File: config.mk
export PLATFORM = sky130hd
export DESIGN_NAME = control_merge_flat
export DESIGN_NICKNAME = d
export VERILOG_FILES = /design/src/arcade_io_pkg.sv /design/src/keys_if.sv /design/src/control_merge.sv /design/src/flat_wrapper.sv
export SDC_FILE = /design/constraint.sdc
export NUM_CORES = 1
export LEC_CHECK = 0
export ABC_AREA = 1
export BUFFER_PORTS_ARGS = -buffer_cell sky130_fd_sc_hd__buf_2
export CORE_AREA = 2 2 39 41
export DETAILED_ROUTE_END_ITERATION = 8
export DIE_AREA = 0 0 41 43
export PLACE_DENSITY = 0.74
export SYNTH_ARGS = -nofsm -noshare
export SYNTH_HDL_FRONTEND = slang
export SYNTH_SLANG_ARGS = --single-unit
File: constraint.sdc
create_clock -name vclk -period 0.8
set_input_delay 0.08 -clock vclk [all_inputs]
set_output_delay 0.08 -clock vclk [all_outputs]
set_load 0.005 [all_outputs]
File: src/arcade_io_pkg.sv
// Arcade I/O shared package with widths, key scan codes and the packed control types

package arcade_io_pkg;

  ////////////////////////////////////////
  // Widths and defaults
  ////////////////////////////////////////

  localparam int KEY_CODE_W      = 8;
  localparam int JOY_W           = 11;
  localparam int ASPECT_W        = 12;
  localparam int STATUS_W        = 32;
  // Stretched PLL reset length in clk_sys cycles
  localparam int PLL_RST_CYCLES  = 256;
  // Flops per reset synchroniser
  localparam int RST_SYNC_STAGES = 3;

  ////////////////////////////////////////
  // PS/2 key event and scan codes
  ////////////////////////////////////////

  // Host key event, toggles once per new event
  typedef struct packed {
    logic                  toggle;
    logic                  pressed;
    logic                  extended;  // E0 prefix seen, not used for decoding
    logic [KEY_CODE_W-1:0] code;
  } key_event_t;

  // Player 1 keys
  localparam logic [KEY_CODE_W-1:0] KEY_UP    = 8'h75;
  localparam logic [KEY_CODE_W-1:0] KEY_DOWN  = 8'h72;
  localparam logic [KEY_CODE_W-1:0] KEY_LEFT  = 8'h6b;
  localparam logic [KEY_CODE_W-1:0] KEY_RIGHT = 8'h74;
  localparam logic [KEY_CODE_W-1:0] KEY_CTRL  = 8'h14;
  localparam logic [KEY_CODE_W-1:0] KEY_ALT   = 8'h11;
  localparam logic [KEY_CODE_W-1:0] KEY_SHIFT = 8'h12;
  localparam logic [KEY_CODE_W-1:0] KEY_SPACE = 8'h29;
  localparam logic [KEY_CODE_W-1:0] KEY_1     = 8'h16;
  localparam logic [KEY_CODE_W-1:0] KEY_5     = 8'h2e;
  localparam logic [KEY_CODE_W-1:0] KEY_P     = 8'h4d;
  // Player 2 keys
  localparam logic [KEY_CODE_W-1:0] KEY_R     = 8'h2d;
  localparam logic [KEY_CODE_W-1:0] KEY_F     = 8'h2b;
  localparam logic [KEY_CODE_W-1:0] KEY_D     = 8'h23;
  localparam logic [KEY_CODE_W-1:0] KEY_G     = 8'h34;
  localparam logic [KEY_CODE_W-1:0] KEY_A     = 8'h1c;
  localparam logic [KEY_CODE_W-1:0] KEY_S     = 8'h1b;
  localparam logic [KEY_CODE_W-1:0] KEY_Q     = 8'h15;
  localparam logic [KEY_CODE_W-1:0] KEY_W     = 8'h1d;
  localparam logic [KEY_CODE_W-1:0] KEY_2     = 8'h1e;
  localparam logic [KEY_CODE_W-1:0] KEY_6     = 8'h36;

  ////////////////////////////////////////
  // Player controls and options
  ////////////////////////////////////////

  // Bit 0 right, 1 left, 2 down, 3 up, 7:4 buttons, 8 start, 9 coin, 10 pause
  typedef logic [JOY_W-1:0] joy_bits_t;

  // Same bit order as joy_bits_t
  typedef struct packed {
    logic       pause;
    logic       coin;
    logic       start;
    logic [3:0] buttons;
    logic       up;
    logic       down;
    logic       left;
    logic       right;
  } player_ctrl_t;

  typedef struct packed {
    logic [3:0] offset_x;
    logic [3:0] offset_y;
    logic       rotate;
    logic       flip;
    logic       compatibility;
    logic       service;
    // Sprite, layer 0..2, row scroll, row select, sprite fb, system fb
    logic [7:0] layer_enable;
    logic [3:0] game_index;
  } options_t;

endpackage

File: src/keys_if.sv
// Held keyboard key levels for both players, from the key decoder to the control merger
`timescale 1ns/1ps

interface keys_if;

  // Index 0 is player 1, index 1 is player 2
  logic [1:0] up;
  logic [1:0] down;
  logic [1:0] left;
  logic [1:0] right;
  logic [1:0] button_1;
  logic [1:0] button_2;
  logic [1:0] button_3;
  logic [1:0] button_4;
  logic [1:0] start;
  logic [1:0] coin;
  // Player 2 has no pause key, bit 1 stays low
  logic [1:0] pause;

  // Held levels only, no handshake
  modport source (output up, down, left, right, button_1, button_2, button_3,
                  button_4, start, coin, pause);

  modport sink (input up, down, left, right, button_1, button_2, button_3,
                button_4, start, coin, pause);

endinterface

File: src/control_merge.sv
// Control merger ORing held keyboard keys with joystick bits into two player control words
`timescale 1ns/1ps

module control_merge (
  keys_if.sink                        keys,
  input  arcade_io_pkg::joy_bits_t    joystick_0,
  input  arcade_io_pkg::joy_bits_t    joystick_1,
  output arcade_io_pkg::player_ctrl_t p1_ctrl,
  output arcade_io_pkg::player_ctrl_t p2_ctrl
);

  arcade_io_pkg::joy_bits_t    joy  [2];
  arcade_io_pkg::player_ctrl_t ctrl [2];

  assign joy[0] = joystick_0;
  assign joy[1] = joystick_1;

  ////////////////////////////////////////
  // Per player merge
  ////////////////////////////////////////

  // Purely combinational, joystick has no latency
  always_comb begin
    for (int p = 0; p < 2; p++) begin
      ctrl[p].right      = keys.right[p]    | joy[p][0];
      ctrl[p].left       = keys.left[p]     | joy[p][1];
      ctrl[p].down       = keys.down[p]     | joy[p][2];
      ctrl[p].up         = keys.up[p]       | joy[p][3];
      ctrl[p].buttons[0] = keys.button_1[p] | joy[p][4];
      ctrl[p].buttons[1] = keys.button_2[p] | joy[p][5];
      ctrl[p].buttons[2] = keys.button_3[p] | joy[p][6];
      ctrl[p].buttons[3] = keys.button_4[p] | joy[p][7];
      ctrl[p].start      = keys.start[p]    | joy[p][8];
      ctrl[p].coin       = keys.coin[p]     | joy[p][9];
      // Player 2 pause comes from the joystick alone
      ctrl[p].pause      = joy[p][10];
    end
    // Keyboard pause for player 1 only
    ctrl[0].pause = keys.pause[0] | joy[0][10];
  end

  assign p1_ctrl = ctrl[0];
  assign p2_ctrl = ctrl[1];

endmodule

File: src/flat_wrapper.sv
// flat-port wrapper written by rule: the top's interface ports become plain ports
module control_merge_flat 
  (joystick_0, joystick_1, p1_ctrl, p2_ctrl, keys_up, keys_down, keys_left, keys_right, keys_button_1, keys_button_2, keys_button_3, keys_button_4, keys_start, keys_coin, keys_pause);
  keys_if keys_i ();
  input  arcade_io_pkg::joy_bits_t joystick_0;
  input  arcade_io_pkg::joy_bits_t joystick_1;
  output arcade_io_pkg::player_ctrl_t p1_ctrl;
  output arcade_io_pkg::player_ctrl_t p2_ctrl;
  input wire logic [$bits(keys_i.up)-1:0] keys_up;
  input wire logic [$bits(keys_i.down)-1:0] keys_down;
  input wire logic [$bits(keys_i.left)-1:0] keys_left;
  input wire logic [$bits(keys_i.right)-1:0] keys_right;
  input wire logic [$bits(keys_i.button_1)-1:0] keys_button_1;
  input wire logic [$bits(keys_i.button_2)-1:0] keys_button_2;
  input wire logic [$bits(keys_i.button_3)-1:0] keys_button_3;
  input wire logic [$bits(keys_i.button_4)-1:0] keys_button_4;
  input wire logic [$bits(keys_i.start)-1:0] keys_start;
  input wire logic [$bits(keys_i.coin)-1:0] keys_coin;
  input wire logic [$bits(keys_i.pause)-1:0] keys_pause;
  assign keys_i.up = keys_up;
  assign keys_i.down = keys_down;
  assign keys_i.left = keys_left;
  assign keys_i.right = keys_right;
  assign keys_i.button_1 = keys_button_1;
  assign keys_i.button_2 = keys_button_2;
  assign keys_i.button_3 = keys_button_3;
  assign keys_i.button_4 = keys_button_4;
  assign keys_i.start = keys_start;
  assign keys_i.coin = keys_coin;
  assign keys_i.pause = keys_pause;
  control_merge u_core (.keys(keys_i), .joystick_0(joystick_0), .joystick_1(joystick_1), .p1_ctrl(p1_ctrl), .p2_ctrl(p2_ctrl));
endmodule
Word level (Yosys, flattened, before mapping)
Cells that the tools add are included.
{ "totals": {"output_inout_bits": 22, "inputBits": 44, "wordCells": 21, "regBits": 0} }
{ "op_classes": {"bitwise": 21} }
{ "ops": {"columns": ["cell", "n"], "rows": [
  ["1-bit OR", 21]
]} }

Longest topological paths before layout
{ "logic_depth": {"ltp_word": 1, "ltp_mapped": 2, "depth_no_buf": 2} }

Worst setup path before layout
OpenSTA, ideal clock, no wires.
{ "synth_timing": {"path_type": "input to output", "start": "input joystick_1[10]", "end": "output p2_ctrl[10] in the netlist's numbering", "required_time_ns": 0.720, "stages": 1, "path_slack_ns": 0.529, "t_arrival_ns": 0.191, "n_path_buf": 1, "cell_sequence": "buf_4"} }
{ "synth_lines": {"columns": ["item", "line_no", "rtl"], "rows": [
  ["start, declared", "flat_wrapper.sv:6", "input arcade_io_pkg::joy_bits_t joystick_1;"],
  ["end, declared", "flat_wrapper.sv:8", "output arcade_io_pkg::player_ctrl_t p2_ctrl;"]
]} }
No word-level cell between the ends.

==> impl_metrics.yaml <==
outcome:
  status: "finished clean"
sta:
  worst_pin_slew_ns: 0.0428
  rsz0062_at_grt: "no"
  timing.hold.ws_ns: 0.160
  relSlewSlack: 0.971
  timing.final.crit_share: 0.568
  slew_violations: 0
  period_minus_slack_ns: 0.455
  fin_tns_setup_ns: 0
  max_freq_mhz: 2200
  setup_viol: 0
  hold_viol: 0
placement:
  dp_cells: 142
  hpwl_um: 706
  io_buffers: 63
  place_congestion: 0.671
hold_path:
  min_from: "joystick_1[10]"
  hold_class: "primary input to output pin"
synthesis:
  avgSynthCellArea_sq_um: 3.81
  syn_area_sq_um: 244
  synth_nets: 108
  ys_types: 3
  syn_inst: 64
  ys_seq_area_frac: 0
  ys_warn_count: 0
routing:
  firstDrtPassIters: 2
  ant_nets: 0
  drt_iter0_markers: 4
  drc_errors: 0
  post_drt_wl_per_cell_um: 5.19
  via_count: 478
  drt_wl_total_um: 737
  via_per_inst: 3.37
pwr:
  finalPower_uw: 215
  pwr_density_cell_nw_per_um2: 376
  power.leakage_uw: 0.000499
  ir_drop_uv: 127
setup_path:
  cp-startpoint: "keys_pause[0]"
  crit_arrival_ns: 0.37
  startpoint_type: "primary input"
  crit_fanout: 1
  path_class: "primary input to output pin"
  cp_data_required_time_ns: 0.72
  end_kind: "output pin"
layout:
  layout.cells.non_filler: 142
  diodes: 0
  drive_gt1_frac: 0.500
  layout_common_cells: "63 x buf_2, 42 x inv_1, 21 x nand2_1"
  seq_cell_count: 0
  final_common_cell: "buf_2"
  fillCellCount: 144
  nets: 172
  clockBufferCount: 0
  syn2layout_area_growth_pct: 134
  seqCellArea_sq_um: 0
  multi_input_area_sq_um: 78.8
floorplan:
  die_w_um: 41
  die_h_um: 43
  initial_utilization: 0.176
  core_area_sq_um: 1380
  ios: 66
  die_area_sq_um: 1760
  rows: 14
clock_tree:
  cts_resized: 0
  postCtsSetupRepairBufs: 0
  cts_hold_buf: 0
global_routing:
  grt_max_degree: 2
  antenna_found_initial: 0
  grt_pass1_vias: 331
  grt_pass1_wl_um: 993
  grt_overflow: 0
  grt_use_total: 0.0719
flow_run:
  drv_cap: 0
-- worst paths after layout --
check	end	slack, ns	depth (start not counted)
worst max-delay path	p1_ctrl[10]	0.35	4
worst min-delay path	p2_ctrl[10]	0.16	0
-- synth_stat cells --
| cell type | instances | area share |
|---|---|---|
| inv_1 | 42 | 0.65 |
| nand2_1 | 21 | 0.32 |
| buf_4 | 1 | 0.031 |
-- metal layers --
metal	vias up	part of all wire	GRT usage
li1	273	-	-
met1	161	0.31	0.0475
met2	44	0.43	0.172
met3	0	0.25	0.0105
met4	0	0	0
met5	-	0	0
-- per-stage QoR --
| step | utilization | worst slack [ns] | instance area, sq um |
|---|---|---|---|
| finish | 0.413 | 0.345 | 572 |
| global route | 0.413 | 0.283 | 572 |
| CTS | 0.413 | 0.340 | 572 |
| detailed placement | 0.413 | 0.340 | 572 |
| global placement | 0.413 | 0.341 | 572 |
| floorplan | - | 0.529 | 244 |
-- power by group --
group | internal, uW | switching (uW)
clock | 0 | 0
sequential | 0 | 0
combinational | 132 | 83.3
-- cell families (layout without fill, tap and decap cells) --
family,after synthesis,in the layout,share of synthesized area
AND/OR/NAND/NOR,21,21,0.323
buffers and inverters,43,105,0.677
-- final cells by class --
type | count | share of cell area
Timing Repair Buffer | 63 | 0.551
Inverter | 42 | 0.276
Multi-Input combinational cell | 21 | 0.138
Tap cell | 16 | 0.0350
-- critical path, stage by stage --
cell and delay (ns):
buf_2 0.10, inv_1 0.04, nand2_1 0.04, buf_2 0.12
No activity file was read; power rests on OpenSTA's default activity.
