<file path="src/arcade_io_pkg.sv">
// Arcade I/O shared package with widths, key scan codes and the packed control types

package arcade_io_pkg;

  ////////////////////////////////////////
  // Widths and defaults
  ////////////////////////////////////////

  localparam int KEY_CODE_W      = 8;
  localparam int JOY_W           = 11;
  localparam int ASPECT_W        = 12;
  localparam int STATUS_W        = 32;
  // Stretched PLL reset length in clk_sys cycles
  localparam int PLL_RST_CYCLES  = 256;
  // Flops per reset synchroniser
  localparam int RST_SYNC_STAGES = 3;

  ////////////////////////////////////////
  // PS/2 key event and scan codes
  ////////////////////////////////////////

  // Host key event, toggles once per new event
  typedef struct packed {
    logic                  toggle;
    logic                  pressed;
    logic                  extended;  // E0 prefix seen, not used for decoding
    logic [KEY_CODE_W-1:0] code;
  } key_event_t;

  // Player 1 keys
  localparam logic [KEY_CODE_W-1:0] KEY_UP    = 8'h75;
  localparam logic [KEY_CODE_W-1:0] KEY_DOWN  = 8'h72;
  localparam logic [KEY_CODE_W-1:0] KEY_LEFT  = 8'h6b;
  localparam logic [KEY_CODE_W-1:0] KEY_RIGHT = 8'h74;
  localparam logic [KEY_CODE_W-1:0] KEY_CTRL  = 8'h14;
  localparam logic [KEY_CODE_W-1:0] KEY_ALT   = 8'h11;
  localparam logic [KEY_CODE_W-1:0] KEY_SHIFT = 8'h12;
  localparam logic [KEY_CODE_W-1:0] KEY_SPACE = 8'h29;
  localparam logic [KEY_CODE_W-1:0] KEY_1     = 8'h16;
  localparam logic [KEY_CODE_W-1:0] KEY_5     = 8'h2e;
  localparam logic [KEY_CODE_W-1:0] KEY_P     = 8'h4d;
  // Player 2 keys
  localparam logic [KEY_CODE_W-1:0] KEY_R     = 8'h2d;
  localparam logic [KEY_CODE_W-1:0] KEY_F     = 8'h2b;
  localparam logic [KEY_CODE_W-1:0] KEY_D     = 8'h23;
  localparam logic [KEY_CODE_W-1:0] KEY_G     = 8'h34;
  localparam logic [KEY_CODE_W-1:0] KEY_A     = 8'h1c;
  localparam logic [KEY_CODE_W-1:0] KEY_S     = 8'h1b;
  localparam logic [KEY_CODE_W-1:0] KEY_Q     = 8'h15;
  localparam logic [KEY_CODE_W-1:0] KEY_W     = 8'h1d;
  localparam logic [KEY_CODE_W-1:0] KEY_2     = 8'h1e;
  localparam logic [KEY_CODE_W-1:0] KEY_6     = 8'h36;

  ////////////////////////////////////////
  // Player controls and options
  ////////////////////////////////////////

  // Bit 0 right, 1 left, 2 down, 3 up, 7:4 buttons, 8 start, 9 coin, 10 pause
  typedef logic [JOY_W-1:0] joy_bits_t;

  // Same bit order as joy_bits_t
  typedef struct packed {
    logic       pause;
    logic       coin;
    logic       start;
    logic [3:0] buttons;
    logic       up;
    logic       down;
    logic       left;
    logic       right;
  } player_ctrl_t;

  typedef struct packed {
    logic [3:0] offset_x;
    logic [3:0] offset_y;
    logic       rotate;
    logic       flip;
    logic       compatibility;
    logic       service;
    // Sprite, layer 0..2, row scroll, row select, sprite fb, system fb
    logic [7:0] layer_enable;
    logic [3:0] game_index;
  } options_t;

endpackage

</file>
<file path="src/option_regs.sv">
// Status register block decoding game options, aspect ratio, scanlines and CPU reset request
`timescale 1ns/1ps

module option_regs (
  input  logic                                   clk_sys,
  input  logic                                   RESET,
  input  logic [arcade_io_pkg::STATUS_W-1:0]     status,
  input  logic [1:0]                             buttons,
  input  logic                                   forced_scandoubler,
  output arcade_io_pkg::options_t                options,
  output logic [arcade_io_pkg::ASPECT_W-1:0]     video_arx,
  output logic [arcade_io_pkg::ASPECT_W-1:0]     video_ary,
  output logic [1:0]                             vga_sl,
  output logic                                   scandoubler,
  output logic                                   hq2x,
  output logic                                   cpu_reset_req
);

  localparam int AW = arcade_io_pkg::ASPECT_W;

  // Menu fields
  logic [1:0] aspect;
  logic       rotate;
  logic [2:0] fx;
  logic [2:0] sl;

  assign aspect = status[2:1];
  assign rotate = status[3];
  assign fx     = status[7:5];
  // Scanline level, zero when effects are off
  assign sl     = (fx != 3'd0) ? fx - 3'd1 : 3'd0;

  ////////////////////////////////////////
  // Registered decode
  ////////////////////////////////////////

  always_ff @(posedge clk_sys or posedge RESET) begin
    if (RESET) begin
      options       <= '0;
      video_arx     <= '0;
      video_ary     <= '0;
      vga_sl        <= 2'd0;
      scandoubler   <= 1'b0;
      hq2x          <= 1'b0;
      cpu_reset_req <= 1'b0;
    end else begin
      options.offset_x      <= status[27:24];
      options.offset_y      <= status[31:28];
      options.rotate        <= rotate;
      options.flip          <= status[4];
      options.compatibility <= status[8];
      options.service       <= status[9];
      // Menu bits are disables
      options.layer_enable  <= ~status[17:10];
      options.game_index    <= status[21:18];

      // Original 4:3, swapped when rotated; else fullscreen or custom ratios
      if (aspect == 2'd0) begin
        video_arx <= rotate ? AW'(3) : AW'(4);
        video_ary <= rotate ? AW'(4) : AW'(3);
      end else begin
        video_arx <= AW'(aspect) - AW'(1);
        video_ary <= '0;
      end

      vga_sl      <= sl[1:0];
      scandoubler <= (fx != 3'd0) | forced_scandoubler;
      hq2x        <= (fx == 3'd1);

      // Menu reset or user button
      cpu_reset_req <= status[0] | buttons[1];
    end
  end

endmodule

</file>
<file path="config.mk">
export PLATFORM = sky130hd
export DESIGN_NAME = option_regs
export DESIGN_NICKNAME = d
export VERILOG_FILES = /design/src/arcade_io_pkg.sv /design/src/option_regs.sv
export SDC_FILE = /design/constraint.sdc
export NUM_CORES = 1
export LEC_CHECK = 0
export BUFFER_PORTS_ARGS = -buffer_cell sky130_fd_sc_hd__buf_2
export CAP_MARGIN = 20
export CORE_MARGIN = 3
export CORE_UTILIZATION = 41
export DETAILED_ROUTE_END_ITERATION = 8
export GPL_ROUTABILITY_DRIVEN = 0
export GPL_TIMING_DRIVEN = 0
export MAX_ROUTING_LAYER = met4
export PLACE_DENSITY = 0.94
export SLEW_MARGIN = 25
export SYNTH_ARGS = -nofsm -noshare
export SYNTH_HDL_FRONTEND = slang
export SYNTH_SLANG_ARGS = --single-unit
</file>
<file path="constraint.sdc">
create_clock -name clk_sys -period 1.4 [get_ports clk_sys]
set_input_delay 0.14 -clock clk_sys [delete_from_list [all_inputs] [get_ports clk_sys]]
set_output_delay 0.14 -clock clk_sys [all_outputs]
set_load 0.01 [all_outputs]
</file>
; Yosys cells after proc, flatten, opt, wreduce, memory -nomap -nowiden
; Index checks and enable logic that the tools add are counted.
[op_classes]
n_addsub = 2
eq_ne = 1
muxes = 5
n_bitwise = 3
n_reduce_logical = 2
[ops]
columns = operator, n
row1 = $mux W12, 1
row2 = $mux W3, 3
row3 = $not A8 Y8, 1
row4 = $eq A3 B1 Y1 const B, 1
row5 = $reduce_bool A3 Y1, 1
row6 = $sub A2 B1 Y3 const B, 1
row7 = $logic_not A2 Y1, 1
row8 = $mux W2, 1
row9 = $or A1 B1 Y1, 2
row10 = $sub A2 B1 Y2 const B, 1
[word_totals]
reg_bits = 53
input_bits = 37
output_inout_bits = 53
elab_cells = 27

; Depth between registers and ports, before layout
[logic_depth]
word_depth = 2
mapped_depth = 2
mapped_depth_nobuf = 2

; Worst setup path before layout
; No wires, ideal clock.
[synth_timing]
path_kind = reg2out
start = register, netlist name video_arx[7]
end = output port video_arx[10] (netlist bit)
t_arrival_ns = 0.644
required_ns = 1.260
path_slack_ns = 0.616
path_stages_with_launch = 2
path_buffers = 1
cell_sequence = dfrtp_1 -> buf_4
[synth_lines]
columns = item, line
row1 = to (decl), option_regs.sv:11  ; output logic [arcade_io_pkg::ASPECT_W-1:0] video_arx,

; Final worst setup path
[layout_timing]
start = input port status[0] (netlist bit)
end = register cpu_reset_req
[layout_between]
elab_chain_len = 1
[layout_lines]
columns = item, line
row1 = from (decl), option_regs.sv:7  ; input logic [arcade_io_pkg::STATUS_W-1:0] status,
row2 = $or A1 B1 Y1, option_regs.sv:71  ; cpu_reset_req <= status[0] | buttons[1];
row3 = to (signal assigned), option_regs.sv:71
row4 = to (decl), option_regs.sv:16  ; output logic cpu_reset_req
; No other way between the ends.

==> summary.md <==
| Metric | Value |
|---|---|
| Period utilization | `99.0%` |
| Crit start category | `input pin` |
| Hold WS | `0.0235 ns` |
| Synth area leader | `dfrtp_1` |
| DRC errors left | `0` |
| Synth async-reset ratio | `100%` |
| Slowest CP cell | `dlygate4sd3_1` |
| Rel. slew slack | `53.6%` |
| Die Wd | `58.5 µm` |
| Final Hold Vio Count | `0` |
| Setup TNS | `0 ns` |
| CP cell instances | `dlygate4sd3_1 -> buf_2 -> or2_2 -> dlygate4sd3_1` |
| PD cells | `1080 nW/µm²` |
| Worst EP arrival | `1.61 ns` |
| Max-Cap Viols | `0` |
| Cts bufs inserted | `5` |
| Synth Instances | `78` |
| Setup ws final | `0.0139 ns` |
| Syn Area/Cell | `14.5 µm²` |
| Top FF cell, synth | `dfrtp_1` |
| Root Buffer | `clkbuf_4` |
| Starting Density | `44.3%` |
| Total leakage power | `1.10 nW` |
| Netlist Area Pre-Place | `1130 µm²` |
| Mean routed wirelength per cell | `12.0 µm` |
| Fmax | `721 MHz` |
| Pre-CTS WS | `0.514 ns` |
| Min-Delay Path Class | `in -> reg` |
| Post-DRT Antenna Nets | `0` |
| EDFF count, synth | `0` |
| Initial antenna violation count | `0` |
| Design area | `1960 µm²` |
| Number of synthesized register bits | `35` |
| Drt total wl | `2780 µm` |
| Req. time, crit path | `1.62 ns` |
| Area Overhead vs Synth | `73.8%` |
| Worst-path clk slew | `0.10 ns` |
| Post-DP HPWL | `1890 µm` |
| Pre-Repair DR Iteration Count | `3` |
| Sequential area share after synthesis | `77.6%` |
| Synth cell types | `13` |
| Worst Max-Slew Pin Slew | `0.696 ns` |
| CP peak stage delay | `0.56 ns` |
| # setup viols final | `0` |
| Peak supply drop | `0.000950 V` |
| TritonCTS clock tree | `yes` |
| Crit path top cell by count | `dlygate4sd3_1` |
| Critical path buffers and inverters | `3` |
| Port buffer count | `77` |
| Nature of the critical path endpoint | `register` |
| Pin count of the biggest net entering global routing | `36` |
| Placeable Area | `2540 µm²` |
| Fillers | `186` |
| Top cell type's share of synthesized area | `77.6%` |
| # Post-CTS Setup Buffers | `0` |
| Antenna diode count | `0` |
| CP max FO | `1` |
| DR iter-0 viols | `3` |
| Layout cells sized above 1 | `52.7%` |
| Num ports | `90` |
| Top-count cell post-synth | `dfrtp_1` |
| Placed cell area | `1590 µm²` |
| Via density | `4.05` |
| Final Slew Violations | `0` |
| First-pass GRT wire length | `4360 µm` |
| Commonest cells in the netlist | `dfrtp_1, buf_4, inv_1` |
| H-tree depth | `2` |
| RSZ-0062 raised after global routing | `no` |
| GRT Resource Usage Total | `18.4%` |
| Critical path type | `in -> reg` |
| Sink Count | `35` |
| Synth Warn # | `0` |
| Gr ovfl total | `0` |
| Die ar. | `3420 µm²` |
| Min Tclk post-route | `1.39 ns` |
| Maximum clock path buffer count | `2` |
| Leading post-synthesis cells by cell area | `dfrtp_1, buf_4, inv_1, nor2_1, nor3b_2` |
| Vias in the first global route | `1015` |
| Largest delay contributor family on the critical path | `buffers and inverters` |
| Via count | `936` |
| Status | `completed` |
| Die span in y | `58.5 µm` |
| Final nets | `237` |
| CTS-repair resized insts | `0` |
| Placement row count | `18` |
-- final timing paths --
path | from | endpoint | slack, ns | cells after the start
setup / recovery | status[0] | cpu_reset_req$_DFF_PP0_ | 0.01 | 4
hold / removal | status[7] | scandoubler$_DFF_PP0_ | 0.02 | 3
max in group asynchronous | RESET | video_arx[7]$_DFF_PP0_ | 0.49 | 3
min in group asynchronous | RESET | options[6]$_DFF_PP0_ | 0.45 | 3
-- cells in the final DEF (no fill, tap or decap), drive strengths merged --
master,netlist,final
clkbuf,0,6
nand2b,1,1
a21o,1,1
clkinv,0,1
nand2,2,2
bufinv,0,1
conb,1,10
nor2,5,5
and2,1,1
nor3b,1,1
or2,1,1
buf,18,95
o21ai,1,1
inv,9,9
nor3,2,2
dlygate4sd3,0,29
dfrtp,35,35
-- what timing repair did --
action / 4_1_cts / 5_1_grt
hold endpoints to repair: 64 / 0
endpoints found under the setup margin: 0 / 0
hold buffers: 29 / 0
-- metrics by stage --
stage,power (mW),instances,util [%]
4_1_cts,2.14,231,77.1
3_5_place_dp,1.34,194,62.3
2_1_floorplan,1.21,87,-
5_1_grt,2.23,231,77.1
6_report,2.12,231,77.1
3_3_place_gp,1.32,194,62.3
-- sequential cells by signal (all words and copies together), names as in the netlist --
| name | cells |
|---|---|
| video_arx | 4 |
| vga_sl | 2 |
| cpu_reset_req | 1 |
| video_ary | 2 |
| options | 24 |
| scandoubler | 1 |
| hq2x | 1 |
-- kinds of logic (layout without fill, tap and decap cells) --
kind of cell,Yosys count,count (layout),share of synthesized area [%]
flip-flops,35,35,77.6
buffers and inverters,27,141,15.0
AO/OA/AOI/OAI,2,2,1.11
other,1,10,0.332
AND/OR/NAND/NOR,13,13,5.99
-- routing by layer --
metal  part of all wire (%)  track usage, %  vias up
met5                      0               -        -
met4                    1.4            4.97        0
met3                     11            8.33        5
met2                     58            34.8       53
met1                     30            16.2      429
li1                       -               -      449
-- final cells by class --
| type | count | area [µm²] | area share (%) |
|---|---|---|---|
| plain buffers | 18 | 135 | 6.89 |
| flip-flops and latches | 35 | 876 | 44.6 |
| inverters | 9 | 33.8 | 1.72 |
| multi-input cells | 25 | 118 | 5.99 |
| well taps | 30 | 37.5 | 1.91 |
| clock inverters | 2 | 35.0 | 1.79 |
| repair buffers | 106 | 676 | 34.4 |
| clock buffers | 6 | 51.3 | 2.61 |
-- where the power goes --
group / internal (mW) / total [mW] / switching (mW)
combinational: 0.168 / 0.302 / 0.134
sequential: 1.06 / 1.08 / 0.0166
clock: 0.422 / 0.740 / 0.318
Power figures use the tool's default switching activity.
