==> src/arcade_io_pkg.sv <==
// Arcade I/O shared package with widths, key scan codes and the packed control types

package arcade_io_pkg;

  ////////////////////////////////////////
  // Widths and defaults
  ////////////////////////////////////////

  localparam int KEY_CODE_W      = 8;
  localparam int JOY_W           = 11;
  localparam int ASPECT_W        = 12;
  localparam int STATUS_W        = 32;
  // Stretched PLL reset length in clk_sys cycles
  localparam int PLL_RST_CYCLES  = 256;
  // Flops per reset synchroniser
  localparam int RST_SYNC_STAGES = 3;

  ////////////////////////////////////////
  // PS/2 key event and scan codes
  ////////////////////////////////////////

  // Host key event, toggles once per new event
  typedef struct packed {
    logic                  toggle;
    logic                  pressed;
    logic                  extended;  // E0 prefix seen, not used for decoding
    logic [KEY_CODE_W-1:0] code;
  } key_event_t;

  // Player 1 keys
  localparam logic [KEY_CODE_W-1:0] KEY_UP    = 8'h75;
  localparam logic [KEY_CODE_W-1:0] KEY_DOWN  = 8'h72;
  localparam logic [KEY_CODE_W-1:0] KEY_LEFT  = 8'h6b;
  localparam logic [KEY_CODE_W-1:0] KEY_RIGHT = 8'h74;
  localparam logic [KEY_CODE_W-1:0] KEY_CTRL  = 8'h14;
  localparam logic [KEY_CODE_W-1:0] KEY_ALT   = 8'h11;
  localparam logic [KEY_CODE_W-1:0] KEY_SHIFT = 8'h12;
  localparam logic [KEY_CODE_W-1:0] KEY_SPACE = 8'h29;
  localparam logic [KEY_CODE_W-1:0] KEY_1     = 8'h16;
  localparam logic [KEY_CODE_W-1:0] KEY_5     = 8'h2e;
  localparam logic [KEY_CODE_W-1:0] KEY_P     = 8'h4d;
  // Player 2 keys
  localparam logic [KEY_CODE_W-1:0] KEY_R     = 8'h2d;
  localparam logic [KEY_CODE_W-1:0] KEY_F     = 8'h2b;
  localparam logic [KEY_CODE_W-1:0] KEY_D     = 8'h23;
  localparam logic [KEY_CODE_W-1:0] KEY_G     = 8'h34;
  localparam logic [KEY_CODE_W-1:0] KEY_A     = 8'h1c;
  localparam logic [KEY_CODE_W-1:0] KEY_S     = 8'h1b;
  localparam logic [KEY_CODE_W-1:0] KEY_Q     = 8'h15;
  localparam logic [KEY_CODE_W-1:0] KEY_W     = 8'h1d;
  localparam logic [KEY_CODE_W-1:0] KEY_2     = 8'h1e;
  localparam logic [KEY_CODE_W-1:0] KEY_6     = 8'h36;

  ////////////////////////////////////////
  // Player controls and options
  ////////////////////////////////////////

  // Bit 0 right, 1 left, 2 down, 3 up, 7:4 buttons, 8 start, 9 coin, 10 pause
  typedef logic [JOY_W-1:0] joy_bits_t;

  // Same bit order as joy_bits_t
  typedef struct packed {
    logic       pause;
    logic       coin;
    logic       start;
    logic [3:0] buttons;
    logic       up;
    logic       down;
    logic       left;
    logic       right;
  } player_ctrl_t;

  typedef struct packed {
    logic [3:0] offset_x;
    logic [3:0] offset_y;
    logic       rotate;
    logic       flip;
    logic       compatibility;
    logic       service;
    // Sprite, layer 0..2, row scroll, row select, sprite fb, system fb
    logic [7:0] layer_enable;
    logic [3:0] game_index;
  } options_t;

endpackage

==> src/keys_if.sv <==
// Held keyboard key levels for both players, from the key decoder to the control merger
`timescale 1ns/1ps

interface keys_if;

  // Index 0 is player 1, index 1 is player 2
  logic [1:0] up;
  logic [1:0] down;
  logic [1:0] left;
  logic [1:0] right;
  logic [1:0] button_1;
  logic [1:0] button_2;
  logic [1:0] button_3;
  logic [1:0] button_4;
  logic [1:0] start;
  logic [1:0] coin;
  // Player 2 has no pause key, bit 1 stays low
  logic [1:0] pause;

  // Held levels only, no handshake
  modport source (output up, down, left, right, button_1, button_2, button_3,
                  button_4, start, coin, pause);

  modport sink (input up, down, left, right, button_1, button_2, button_3,
                button_4, start, coin, pause);

endinterface

==> src/ps2_key_decoder.sv <==
// PS/2 key decoder turning toggle-marked key events into held key states for two players
`timescale 1ns/1ps

module ps2_key_decoder (
  input  logic                     clk_sys,
  input  logic                     RESET,
  input  arcade_io_pkg::key_event_t ps2_key,
  keys_if.source                   keys
);

  logic toggle_q;
  logic new_event;

  // Player 1 key states
  logic key_up, key_down, key_left, key_right;
  logic key_ctrl, key_alt, key_space, key_shift;
  logic key_1, key_5, key_p;
  // Player 2 key states
  logic key_r, key_f, key_d, key_g;
  logic key_a, key_s, key_q, key_w;
  logic key_2, key_6;

  // New event on any toggle change
  assign new_event = ps2_key.toggle ^ toggle_q;

  ////////////////////////////////////////
  // Held key states
  ////////////////////////////////////////

  always_ff @(posedge clk_sys or posedge RESET) begin
    if (RESET) begin
      toggle_q  <= 1'b0;
      key_up    <= 1'b0;
      key_down  <= 1'b0;
      key_left  <= 1'b0;
      key_right <= 1'b0;
      key_ctrl  <= 1'b0;
      key_alt   <= 1'b0;
      key_space <= 1'b0;
      key_shift <= 1'b0;
      key_1     <= 1'b0;
      key_5     <= 1'b0;
      key_p     <= 1'b0;
      key_r     <= 1'b0;
      key_f     <= 1'b0;
      key_d     <= 1'b0;
      key_g     <= 1'b0;
      key_a     <= 1'b0;
      key_s     <= 1'b0;
      key_q     <= 1'b0;
      key_w     <= 1'b0;
      key_2     <= 1'b0;
      key_6     <= 1'b0;
    end else begin
      toggle_q <= ps2_key.toggle;
      if (new_event) begin
        // Unknown codes fall through untouched
        unique case (ps2_key.code)
          arcade_io_pkg::KEY_UP:    key_up    <= ps2_key.pressed;
          arcade_io_pkg::KEY_DOWN:  key_down  <= ps2_key.pressed;
          arcade_io_pkg::KEY_LEFT:  key_left  <= ps2_key.pressed;
          arcade_io_pkg::KEY_RIGHT: key_right <= ps2_key.pressed;
          arcade_io_pkg::KEY_CTRL:  key_ctrl  <= ps2_key.pressed;
          arcade_io_pkg::KEY_ALT:   key_alt   <= ps2_key.pressed;
          arcade_io_pkg::KEY_SPACE: key_space <= ps2_key.pressed;
          arcade_io_pkg::KEY_SHIFT: key_shift <= ps2_key.pressed;
          arcade_io_pkg::KEY_1:     key_1     <= ps2_key.pressed;
          arcade_io_pkg::KEY_5:     key_5     <= ps2_key.pressed;
          arcade_io_pkg::KEY_P:     key_p     <= ps2_key.pressed;
          arcade_io_pkg::KEY_R:     key_r     <= ps2_key.pressed;
          arcade_io_pkg::KEY_F:     key_f     <= ps2_key.pressed;
          arcade_io_pkg::KEY_D:     key_d     <= ps2_key.pressed;
          arcade_io_pkg::KEY_G:     key_g     <= ps2_key.pressed;
          arcade_io_pkg::KEY_A:     key_a     <= ps2_key.pressed;
          arcade_io_pkg::KEY_S:     key_s     <= ps2_key.pressed;
          arcade_io_pkg::KEY_Q:     key_q     <= ps2_key.pressed;
          arcade_io_pkg::KEY_W:     key_w     <= ps2_key.pressed;
          arcade_io_pkg::KEY_2:     key_2     <= ps2_key.pressed;
          arcade_io_pkg::KEY_6:     key_6     <= ps2_key.pressed;
          default: ;
        endcase
      end
    end
  end

  // Pack by player, index 0 player 1
  assign keys.up       = {key_r, key_up};
  assign keys.down     = {key_f, key_down};
  assign keys.left     = {key_d, key_left};
  assign keys.right    = {key_g, key_right};
  assign keys.button_1 = {key_a, key_ctrl};
  assign keys.button_2 = {key_s, key_alt};
  assign keys.button_3 = {key_q, key_space};
  assign keys.button_4 = {key_w, key_shift};
  assign keys.start    = {key_2, key_1};
  assign keys.coin     = {key_6, key_5};
  // No pause key for player 2
  assign keys.pause    = {1'b0, key_p};

endmodule

==> src/flat_wrapper.sv <==
// flat-port wrapper written by rule: the top's interface ports become plain ports
module ps2_key_decoder_flat 
  (clk_sys, RESET, ps2_key, keys_up, keys_down, keys_left, keys_right, keys_button_1, keys_button_2, keys_button_3, keys_button_4, keys_start, keys_coin, keys_pause);
  keys_if keys_i ();
  input  logic clk_sys;
  input  logic RESET;
  input  arcade_io_pkg::key_event_t ps2_key;
  output wire logic [$bits(keys_i.up)-1:0] keys_up;
  output wire logic [$bits(keys_i.down)-1:0] keys_down;
  output wire logic [$bits(keys_i.left)-1:0] keys_left;
  output wire logic [$bits(keys_i.right)-1:0] keys_right;
  output wire logic [$bits(keys_i.button_1)-1:0] keys_button_1;
  output wire logic [$bits(keys_i.button_2)-1:0] keys_button_2;
  output wire logic [$bits(keys_i.button_3)-1:0] keys_button_3;
  output wire logic [$bits(keys_i.button_4)-1:0] keys_button_4;
  output wire logic [$bits(keys_i.start)-1:0] keys_start;
  output wire logic [$bits(keys_i.coin)-1:0] keys_coin;
  output wire logic [$bits(keys_i.pause)-1:0] keys_pause;
  assign keys_up = keys_i.up;
  assign keys_down = keys_i.down;
  assign keys_left = keys_i.left;
  assign keys_right = keys_i.right;
  assign keys_button_1 = keys_i.button_1;
  assign keys_button_2 = keys_i.button_2;
  assign keys_button_3 = keys_i.button_3;
  assign keys_button_4 = keys_i.button_4;
  assign keys_start = keys_i.start;
  assign keys_coin = keys_i.coin;
  assign keys_pause = keys_i.pause;
  ps2_key_decoder u_core (.clk_sys(clk_sys), .RESET(RESET), .ps2_key(ps2_key), .keys(keys_i));
endmodule
==> config.mk <==
export PLATFORM = sky130hd
export DESIGN_NAME = ps2_key_decoder_flat
export DESIGN_NICKNAME = d
export VERILOG_FILES = /design/src/arcade_io_pkg.sv /design/src/keys_if.sv /design/src/ps2_key_decoder.sv /design/src/flat_wrapper.sv
export SDC_FILE = /design/constraint.sdc
export NUM_CORES = 1
export LEC_CHECK = 0
export ABC_AREA = 1
export CAP_MARGIN = 0
export CELL_PAD_IN_SITES_DETAIL_PLACEMENT = 2
export CELL_PAD_IN_SITES_GLOBAL_PLACEMENT = 2
export CORE_UTILIZATION = 37
export DETAILED_ROUTE_END_ITERATION = 12
export DONT_BUFFER_PORTS = 1
export PLACE_DENSITY_LB_ADDON = 0.1
export SLEW_MARGIN = 5
export SYNTH_ARGS = -nofsm -noshare
export SYNTH_HDL_FRONTEND = slang
export SYNTH_SLANG_ARGS = --single-unit
==> constraint.sdc <==
create_clock -name clk_sys -period 2.4 [get_ports clk_sys]
set_input_delay 0.24 -clock clk_sys [delete_from_list [all_inputs] [get_ports clk_sys]]
set_output_delay 0.24 -clock clk_sys [all_outputs]
set_load 0.05 [all_outputs]
Yosys cells after proc, flatten, opt, wreduce, memory -nomap -nowiden
Cells that the tools add are included.

Bits in registers: 22. Bits in latches: 0. Memory bits (writable): 0. Memory bits (read-only): 0. Input port bits: 13. Word-level logic and storage cells: 65. Memories: 0.

$add $sub $neg: 0. $mul: 0. Div/mod/pow operators: 0. $lt $le $gt $ge: 0. Equal/unequal tests: 21. Shift operators: 0. Mux-type cells: 0. Bitwise logic cells: 1. Reduce and logical (&&, ||, !) cells: 21.

Operators with widths (number): 8-bit by 5-bit equality test with 1-bit output, second input constant (9); 8-bit by 6-bit equality test with 1-bit output, second input constant (7); 2-bit AND reduction (21); 8-bit by 7-bit equality test with 1-bit output, second input constant (5); 1-bit bitwise XOR (1).

Longest topological paths before layout
Depth in word-level cells: 2. Depth in mapped cells: 7. Gate-level depth less buffers: 6.

Worst setup path after synthesis
No wires, ideal clock.

Path kind: flip-flop to flip-flop. Start point: reg u_core.toggle_q. End point: reg u_core.key_2. Library setup time: 0.119 ns. Arrival: 0.908 ns. Required time: 2.281 ns. Slack: 1.373 ns. Cell stages (with the launch flop): 8. Path buffers: 1. Clock period less this slack: 1.027 ns. Cell sequence: dfrtp_1 -> inv_1 -> nand2_1 -> nand2_4 -> buf_6 -> nand3_1 -> nand2_1 -> nand2_1.

Cells in the longest elaborated chain, start to end: 2.

RTL lines: from (decl) (RTL line ps2_key_decoder.sv:11) `logic toggle_q;`; from (signal assigned) (RTL line ps2_key_decoder.sv:55) `toggle_q <= ps2_key.toggle;`; 1-bit bitwise XOR (RTL line ps2_key_decoder.sv:24) `assign new_event = ps2_key.toggle ^ toggle_q;`; 2-bit AND reduction (no source line); to (signal assigned) (RTL line ps2_key_decoder.sv:78) `arcade_io_pkg::KEY_2: key_2 <= ps2_key.pressed;`; to (decl) (RTL line ps2_key_decoder.sv:21) `logic key_2, key_6;`.

Every way passes these cells. A chain may end at the register's enable or synchronous reset.

Worst setup path in the final report
Start point: reg u_core.toggle_q. End point: reg u_core.key_g.

Cells in the longest elaborated chain, start to end: 2.

RTL lines: 1-bit bitwise XOR (RTL line ps2_key_decoder.sv:24); 2-bit AND reduction (no source line); to (signal assigned) (RTL line ps2_key_decoder.sv:73) `arcade_io_pkg::KEY_G: key_g <= ps2_key.pressed;`; to (decl) (RTL line ps2_key_decoder.sv:19) `logic key_r, key_f, key_d, key_g;`.

Every way passes these cells.

==> insert_results.sql <==
INSERT INTO impl_metrics (metric_group, metric, value, unit) VALUES
('status', 'run_status', 'finished clean', ''),
('global_route', 'grt_antenna_before_repair', '0', ''),
('synthesis', 'netlist_area', '1410', 'µm²'),
('worst_setup_path', 'cp_data_arrival_time', '1400', 'ps'),
('layout', 'final.fill_count', '436', ''),
('global_route', 'grt_pass1_vias', '1256', ''),
('place', 'io_buffer_count', '0', ''),
('clocking', 'cts_max_path_buffers', '2', ''),
('detailed_routing', 'drt_first_pass_iters', '3', ''),
('layout', 'antennaDiodeCount', '0', ''),
('detailed_routing', 'drc', '0', ''),
('sta', 'tns', '0', 'ps'),
('power_and_ir_drop', 'clkPwrFrac', '0.295', ''),
('clocking', 'cts_sinks', '22', ''),
('synthesis', 'synth_compound_area_frac', '0', ''),
('layout', 'post_route_cells_drive_above_1_share', '0.102', ''),
('synthesis', 'postSynthRegisterBits', '22', ''),
('synthesis', 'synth_cell_types', '16', ''),
('sta', 'final_period_minus_worst_setup_slack', '1250', 'ps'),
('worst_setup_path', 'timing.critical_path.required', '2550', 'ps'),
('die', 'floorplan.die_area', '4070', 'µm²'),
('sta', 'drv_slew', '0', ''),
('synthesis', 'synth.yosys.warnings', '0', ''),
('clocking', 'cts_tree', 'done', ''),
('die', 'die_height', '63.8', 'µm'),
('detailed_routing', 'detail_route.vias_per_cell', '5.26', ''),
('power_and_ir_drop', 'power_per_cell_area', '590', 'nW/µm²'),
('worst_setup_path', 'timing.critical_path.cells', 'inv_1 > nand2_1 > nand2_4 > nand3_1 > nand2_1 > nand2_1', ''),
('worst_setup_path', 'critPathKind', 'register to register', ''),
('clocking', 'ctsHoldBuffers', '1', ''),
('power_and_ir_drop', 'share_seq_of_total_power', '0.596', ''),
('layout', 'regArea', '551', 'µm²'),
('worst_setup_path', 'worst_setup_path_startpoint', 'u_core.toggle_q', ''),
('power_and_ir_drop', 'p_int', '0.518', 'mW'),
('die', 'initial_core_util', '0.386', ''),
('sta', 'report.final.setup_viol', '0', ''),
('die', 'io_pins', '35', ''),
('synthesis', 'post_synthesis_cells', '190', ''),
('clocking', 'clock_slew_at_reported_path_ffs', '80', 'ps'),
('detailed_routing', 'drt.antenna.violating_nets', '0', ''),
('layout', 'area_growth', '-7.34', '%'),
('clocking', 'clk_latency', '260', 'ps'),
('global_route', 'grt_total_ovfl', '0', ''),
('detailed_routing', 'route.final.wire_length', '3440', 'µm'),
('clocking', 'clock_tree.htree_level_count', '1', ''),
('worst_setup_path', 'regToRegStartpoint', 'u_core.toggle_q', ''),
('power_and_ir_drop', 'netSwitchingFraction', '0.329', ''),
('sta', 'hold_viol', '0', ''),
('sta', 'layout_skew', '3.38', 'ps'),
('worst_setup_path', 'timing.critical_path.fanout_max', '35', ''),
('synthesis', 'synth_area_in_adders', '0', ''),
('die', 'placementRows', '22', ''),
('sta', 'fmax', '802', 'MHz'),
('place', 'dp_hpwl', '2600', 'µm'),
('power_and_ir_drop', 'power_leakage', '0.651', 'nW'),
('detailed_routing', 'drtIter0Drc', '33', ''),
('global_route', 'first_pass_grt_wire_length', '5990', 'µm'),
('power_and_ir_drop', 'power.ir.vdd_worst', '0.167', 'mV'),
('detailed_routing', 'routed_wirelength_normalized_by_instance_count', '16.1', 'µm'),
('global_route', 'groute.usage.overall', '0.191', ''),
('worst_setup_path', 'critPathSlowestCell', 'sky130_fd_sc_hd__dfrtp_1', ''),
('worst_hold_path', 'hold_path.class', 'primary input to asynchronous set/reset pin', ''),
('clocking', 'tritoncts.num_buffers', '3', ''),
('synthesis', 'synth-simple-area-share', '0.427', ''),
('synthesis', 'main_combinational_cell_family_by_area_after_synthesis', 'simple AND/OR/NAND/NOR gates', ''),
('sta', 'finalCritPeriodShare', '0.520', ''),
('synthesis', 'synth_fp_nets', '203', ''),
('sta', 'hold-worst-slack', '49.0', 'ps'),
('layout', 'final_nets', '181', ''),
('clocking', 'number_of_gates_resized_after_cts', '0', ''),
('power_and_ir_drop', 'power.share.combinational', '0.109', '');
==> Yosys cell counts <==
cell	instances	area (µm²)
sky130_fd_sc_hd__buf_2	1	5.00
sky130_fd_sc_hd__buf_4	23	173
sky130_fd_sc_hd__buf_6	3	33.8
sky130_fd_sc_hd__clkbuf_1	1	3.75
sky130_fd_sc_hd__conb_1	1	3.75
sky130_fd_sc_hd__dfrtp_1	22	551
sky130_fd_sc_hd__inv_1	8	30.0
sky130_fd_sc_hd__inv_2	3	11.3
sky130_fd_sc_hd__nand2_1	61	229
sky130_fd_sc_hd__nand2_2	1	6.26
sky130_fd_sc_hd__nand2_4	2	22.5
sky130_fd_sc_hd__nand3_1	28	140
sky130_fd_sc_hd__nand4_1	14	87.6
sky130_fd_sc_hd__nor2_1	14	52.6
sky130_fd_sc_hd__nor2_2	5	31.3
sky130_fd_sc_hd__nor2_4	3	33.8
==> power by group through the flow <==
stage	Clock (mW)	Sequential (mW)	Combinational [mW]
final	0.228	0.461	0.0845
after global routing	0.247	0.463	0.0982
after CTS	0.241	0.461	0.0867
after detailed placement	0	0.469	0.0852
after global placement	0	0.468	0.0801
after floorplan	0	0.403	0.168
==> routing by layer <==
metal / wire (µm) / global-route usage / share of wire
met3: 125 / 0.0339 / 0.036
met4: 47 / 0.0625 / 0.014
met1: 1460 / 0.220 / 0.42
met5: 0 / 0 / 0
met2: 1800 / 0.352 / 0.53
==> worst max-delay path: cells and delay by family, from the launching register on <==
family	cells	cell delay [ps]
flip-flops	1	400
buffers and inverters	1	80
AND/OR/NAND/NOR	5	660
==> final cells by class <==
type                    count  share of cell area
multi-input cells         129               0.463
flip-flops and latches     22               0.420
well taps                  48              0.0458
clock buffers               3              0.0315
inverters                  11              0.0315
repair buffers              1             0.00764
==> kinds of logic (layout without fill, tap and decap cells) <==
family	Yosys count	count (layout)
AND/OR/NAND/NOR	128	128
flip-flops	22	22
other	1	1
buffers and inverters	39	15
==> stage by stage <==
stage | util | power, mW | std cells | setup WS, ps | area [µm²]
floorplan | - | 0.570 | 190 | 1370 | 1410
global placement | 0.344 | 0.548 | 210 | 1230 | 1260
detailed placement | 0.344 | 0.554 | 210 | 1150 | 1260
CTS | 0.358 | 0.789 | 214 | 1130 | 1310
global route | 0.358 | 0.808 | 214 | 994 | 1310
finish | 0.358 | 0.773 | 214 | 1150 | 1310
==> layout by cell type (no fill, tap or decap), drive strengths merged <==
master	count
inv	11
nand3	28
dfrtp	22
nand4	14
clkbuf	3
conb	1
dlygate4sd3	1
nor2	22
nand2	64
==> path summary, 6_finish.rpt <==
kind / to / slack [ps] / cells past startpoint
min reg2reg: u_core.key_q / 770 / 5
min in group clk_sys: u_core.key_q / 120 / 2
min: u_core.key_left / 50 / 1
max in group asynchronous: u_core.key_shift / 1800 / 1
max reg2reg: u_core.key_g / 1150 / 6
max: u_core.key_g / 1150 / 6
Note: power is estimated with default switching activity, not from simulation.
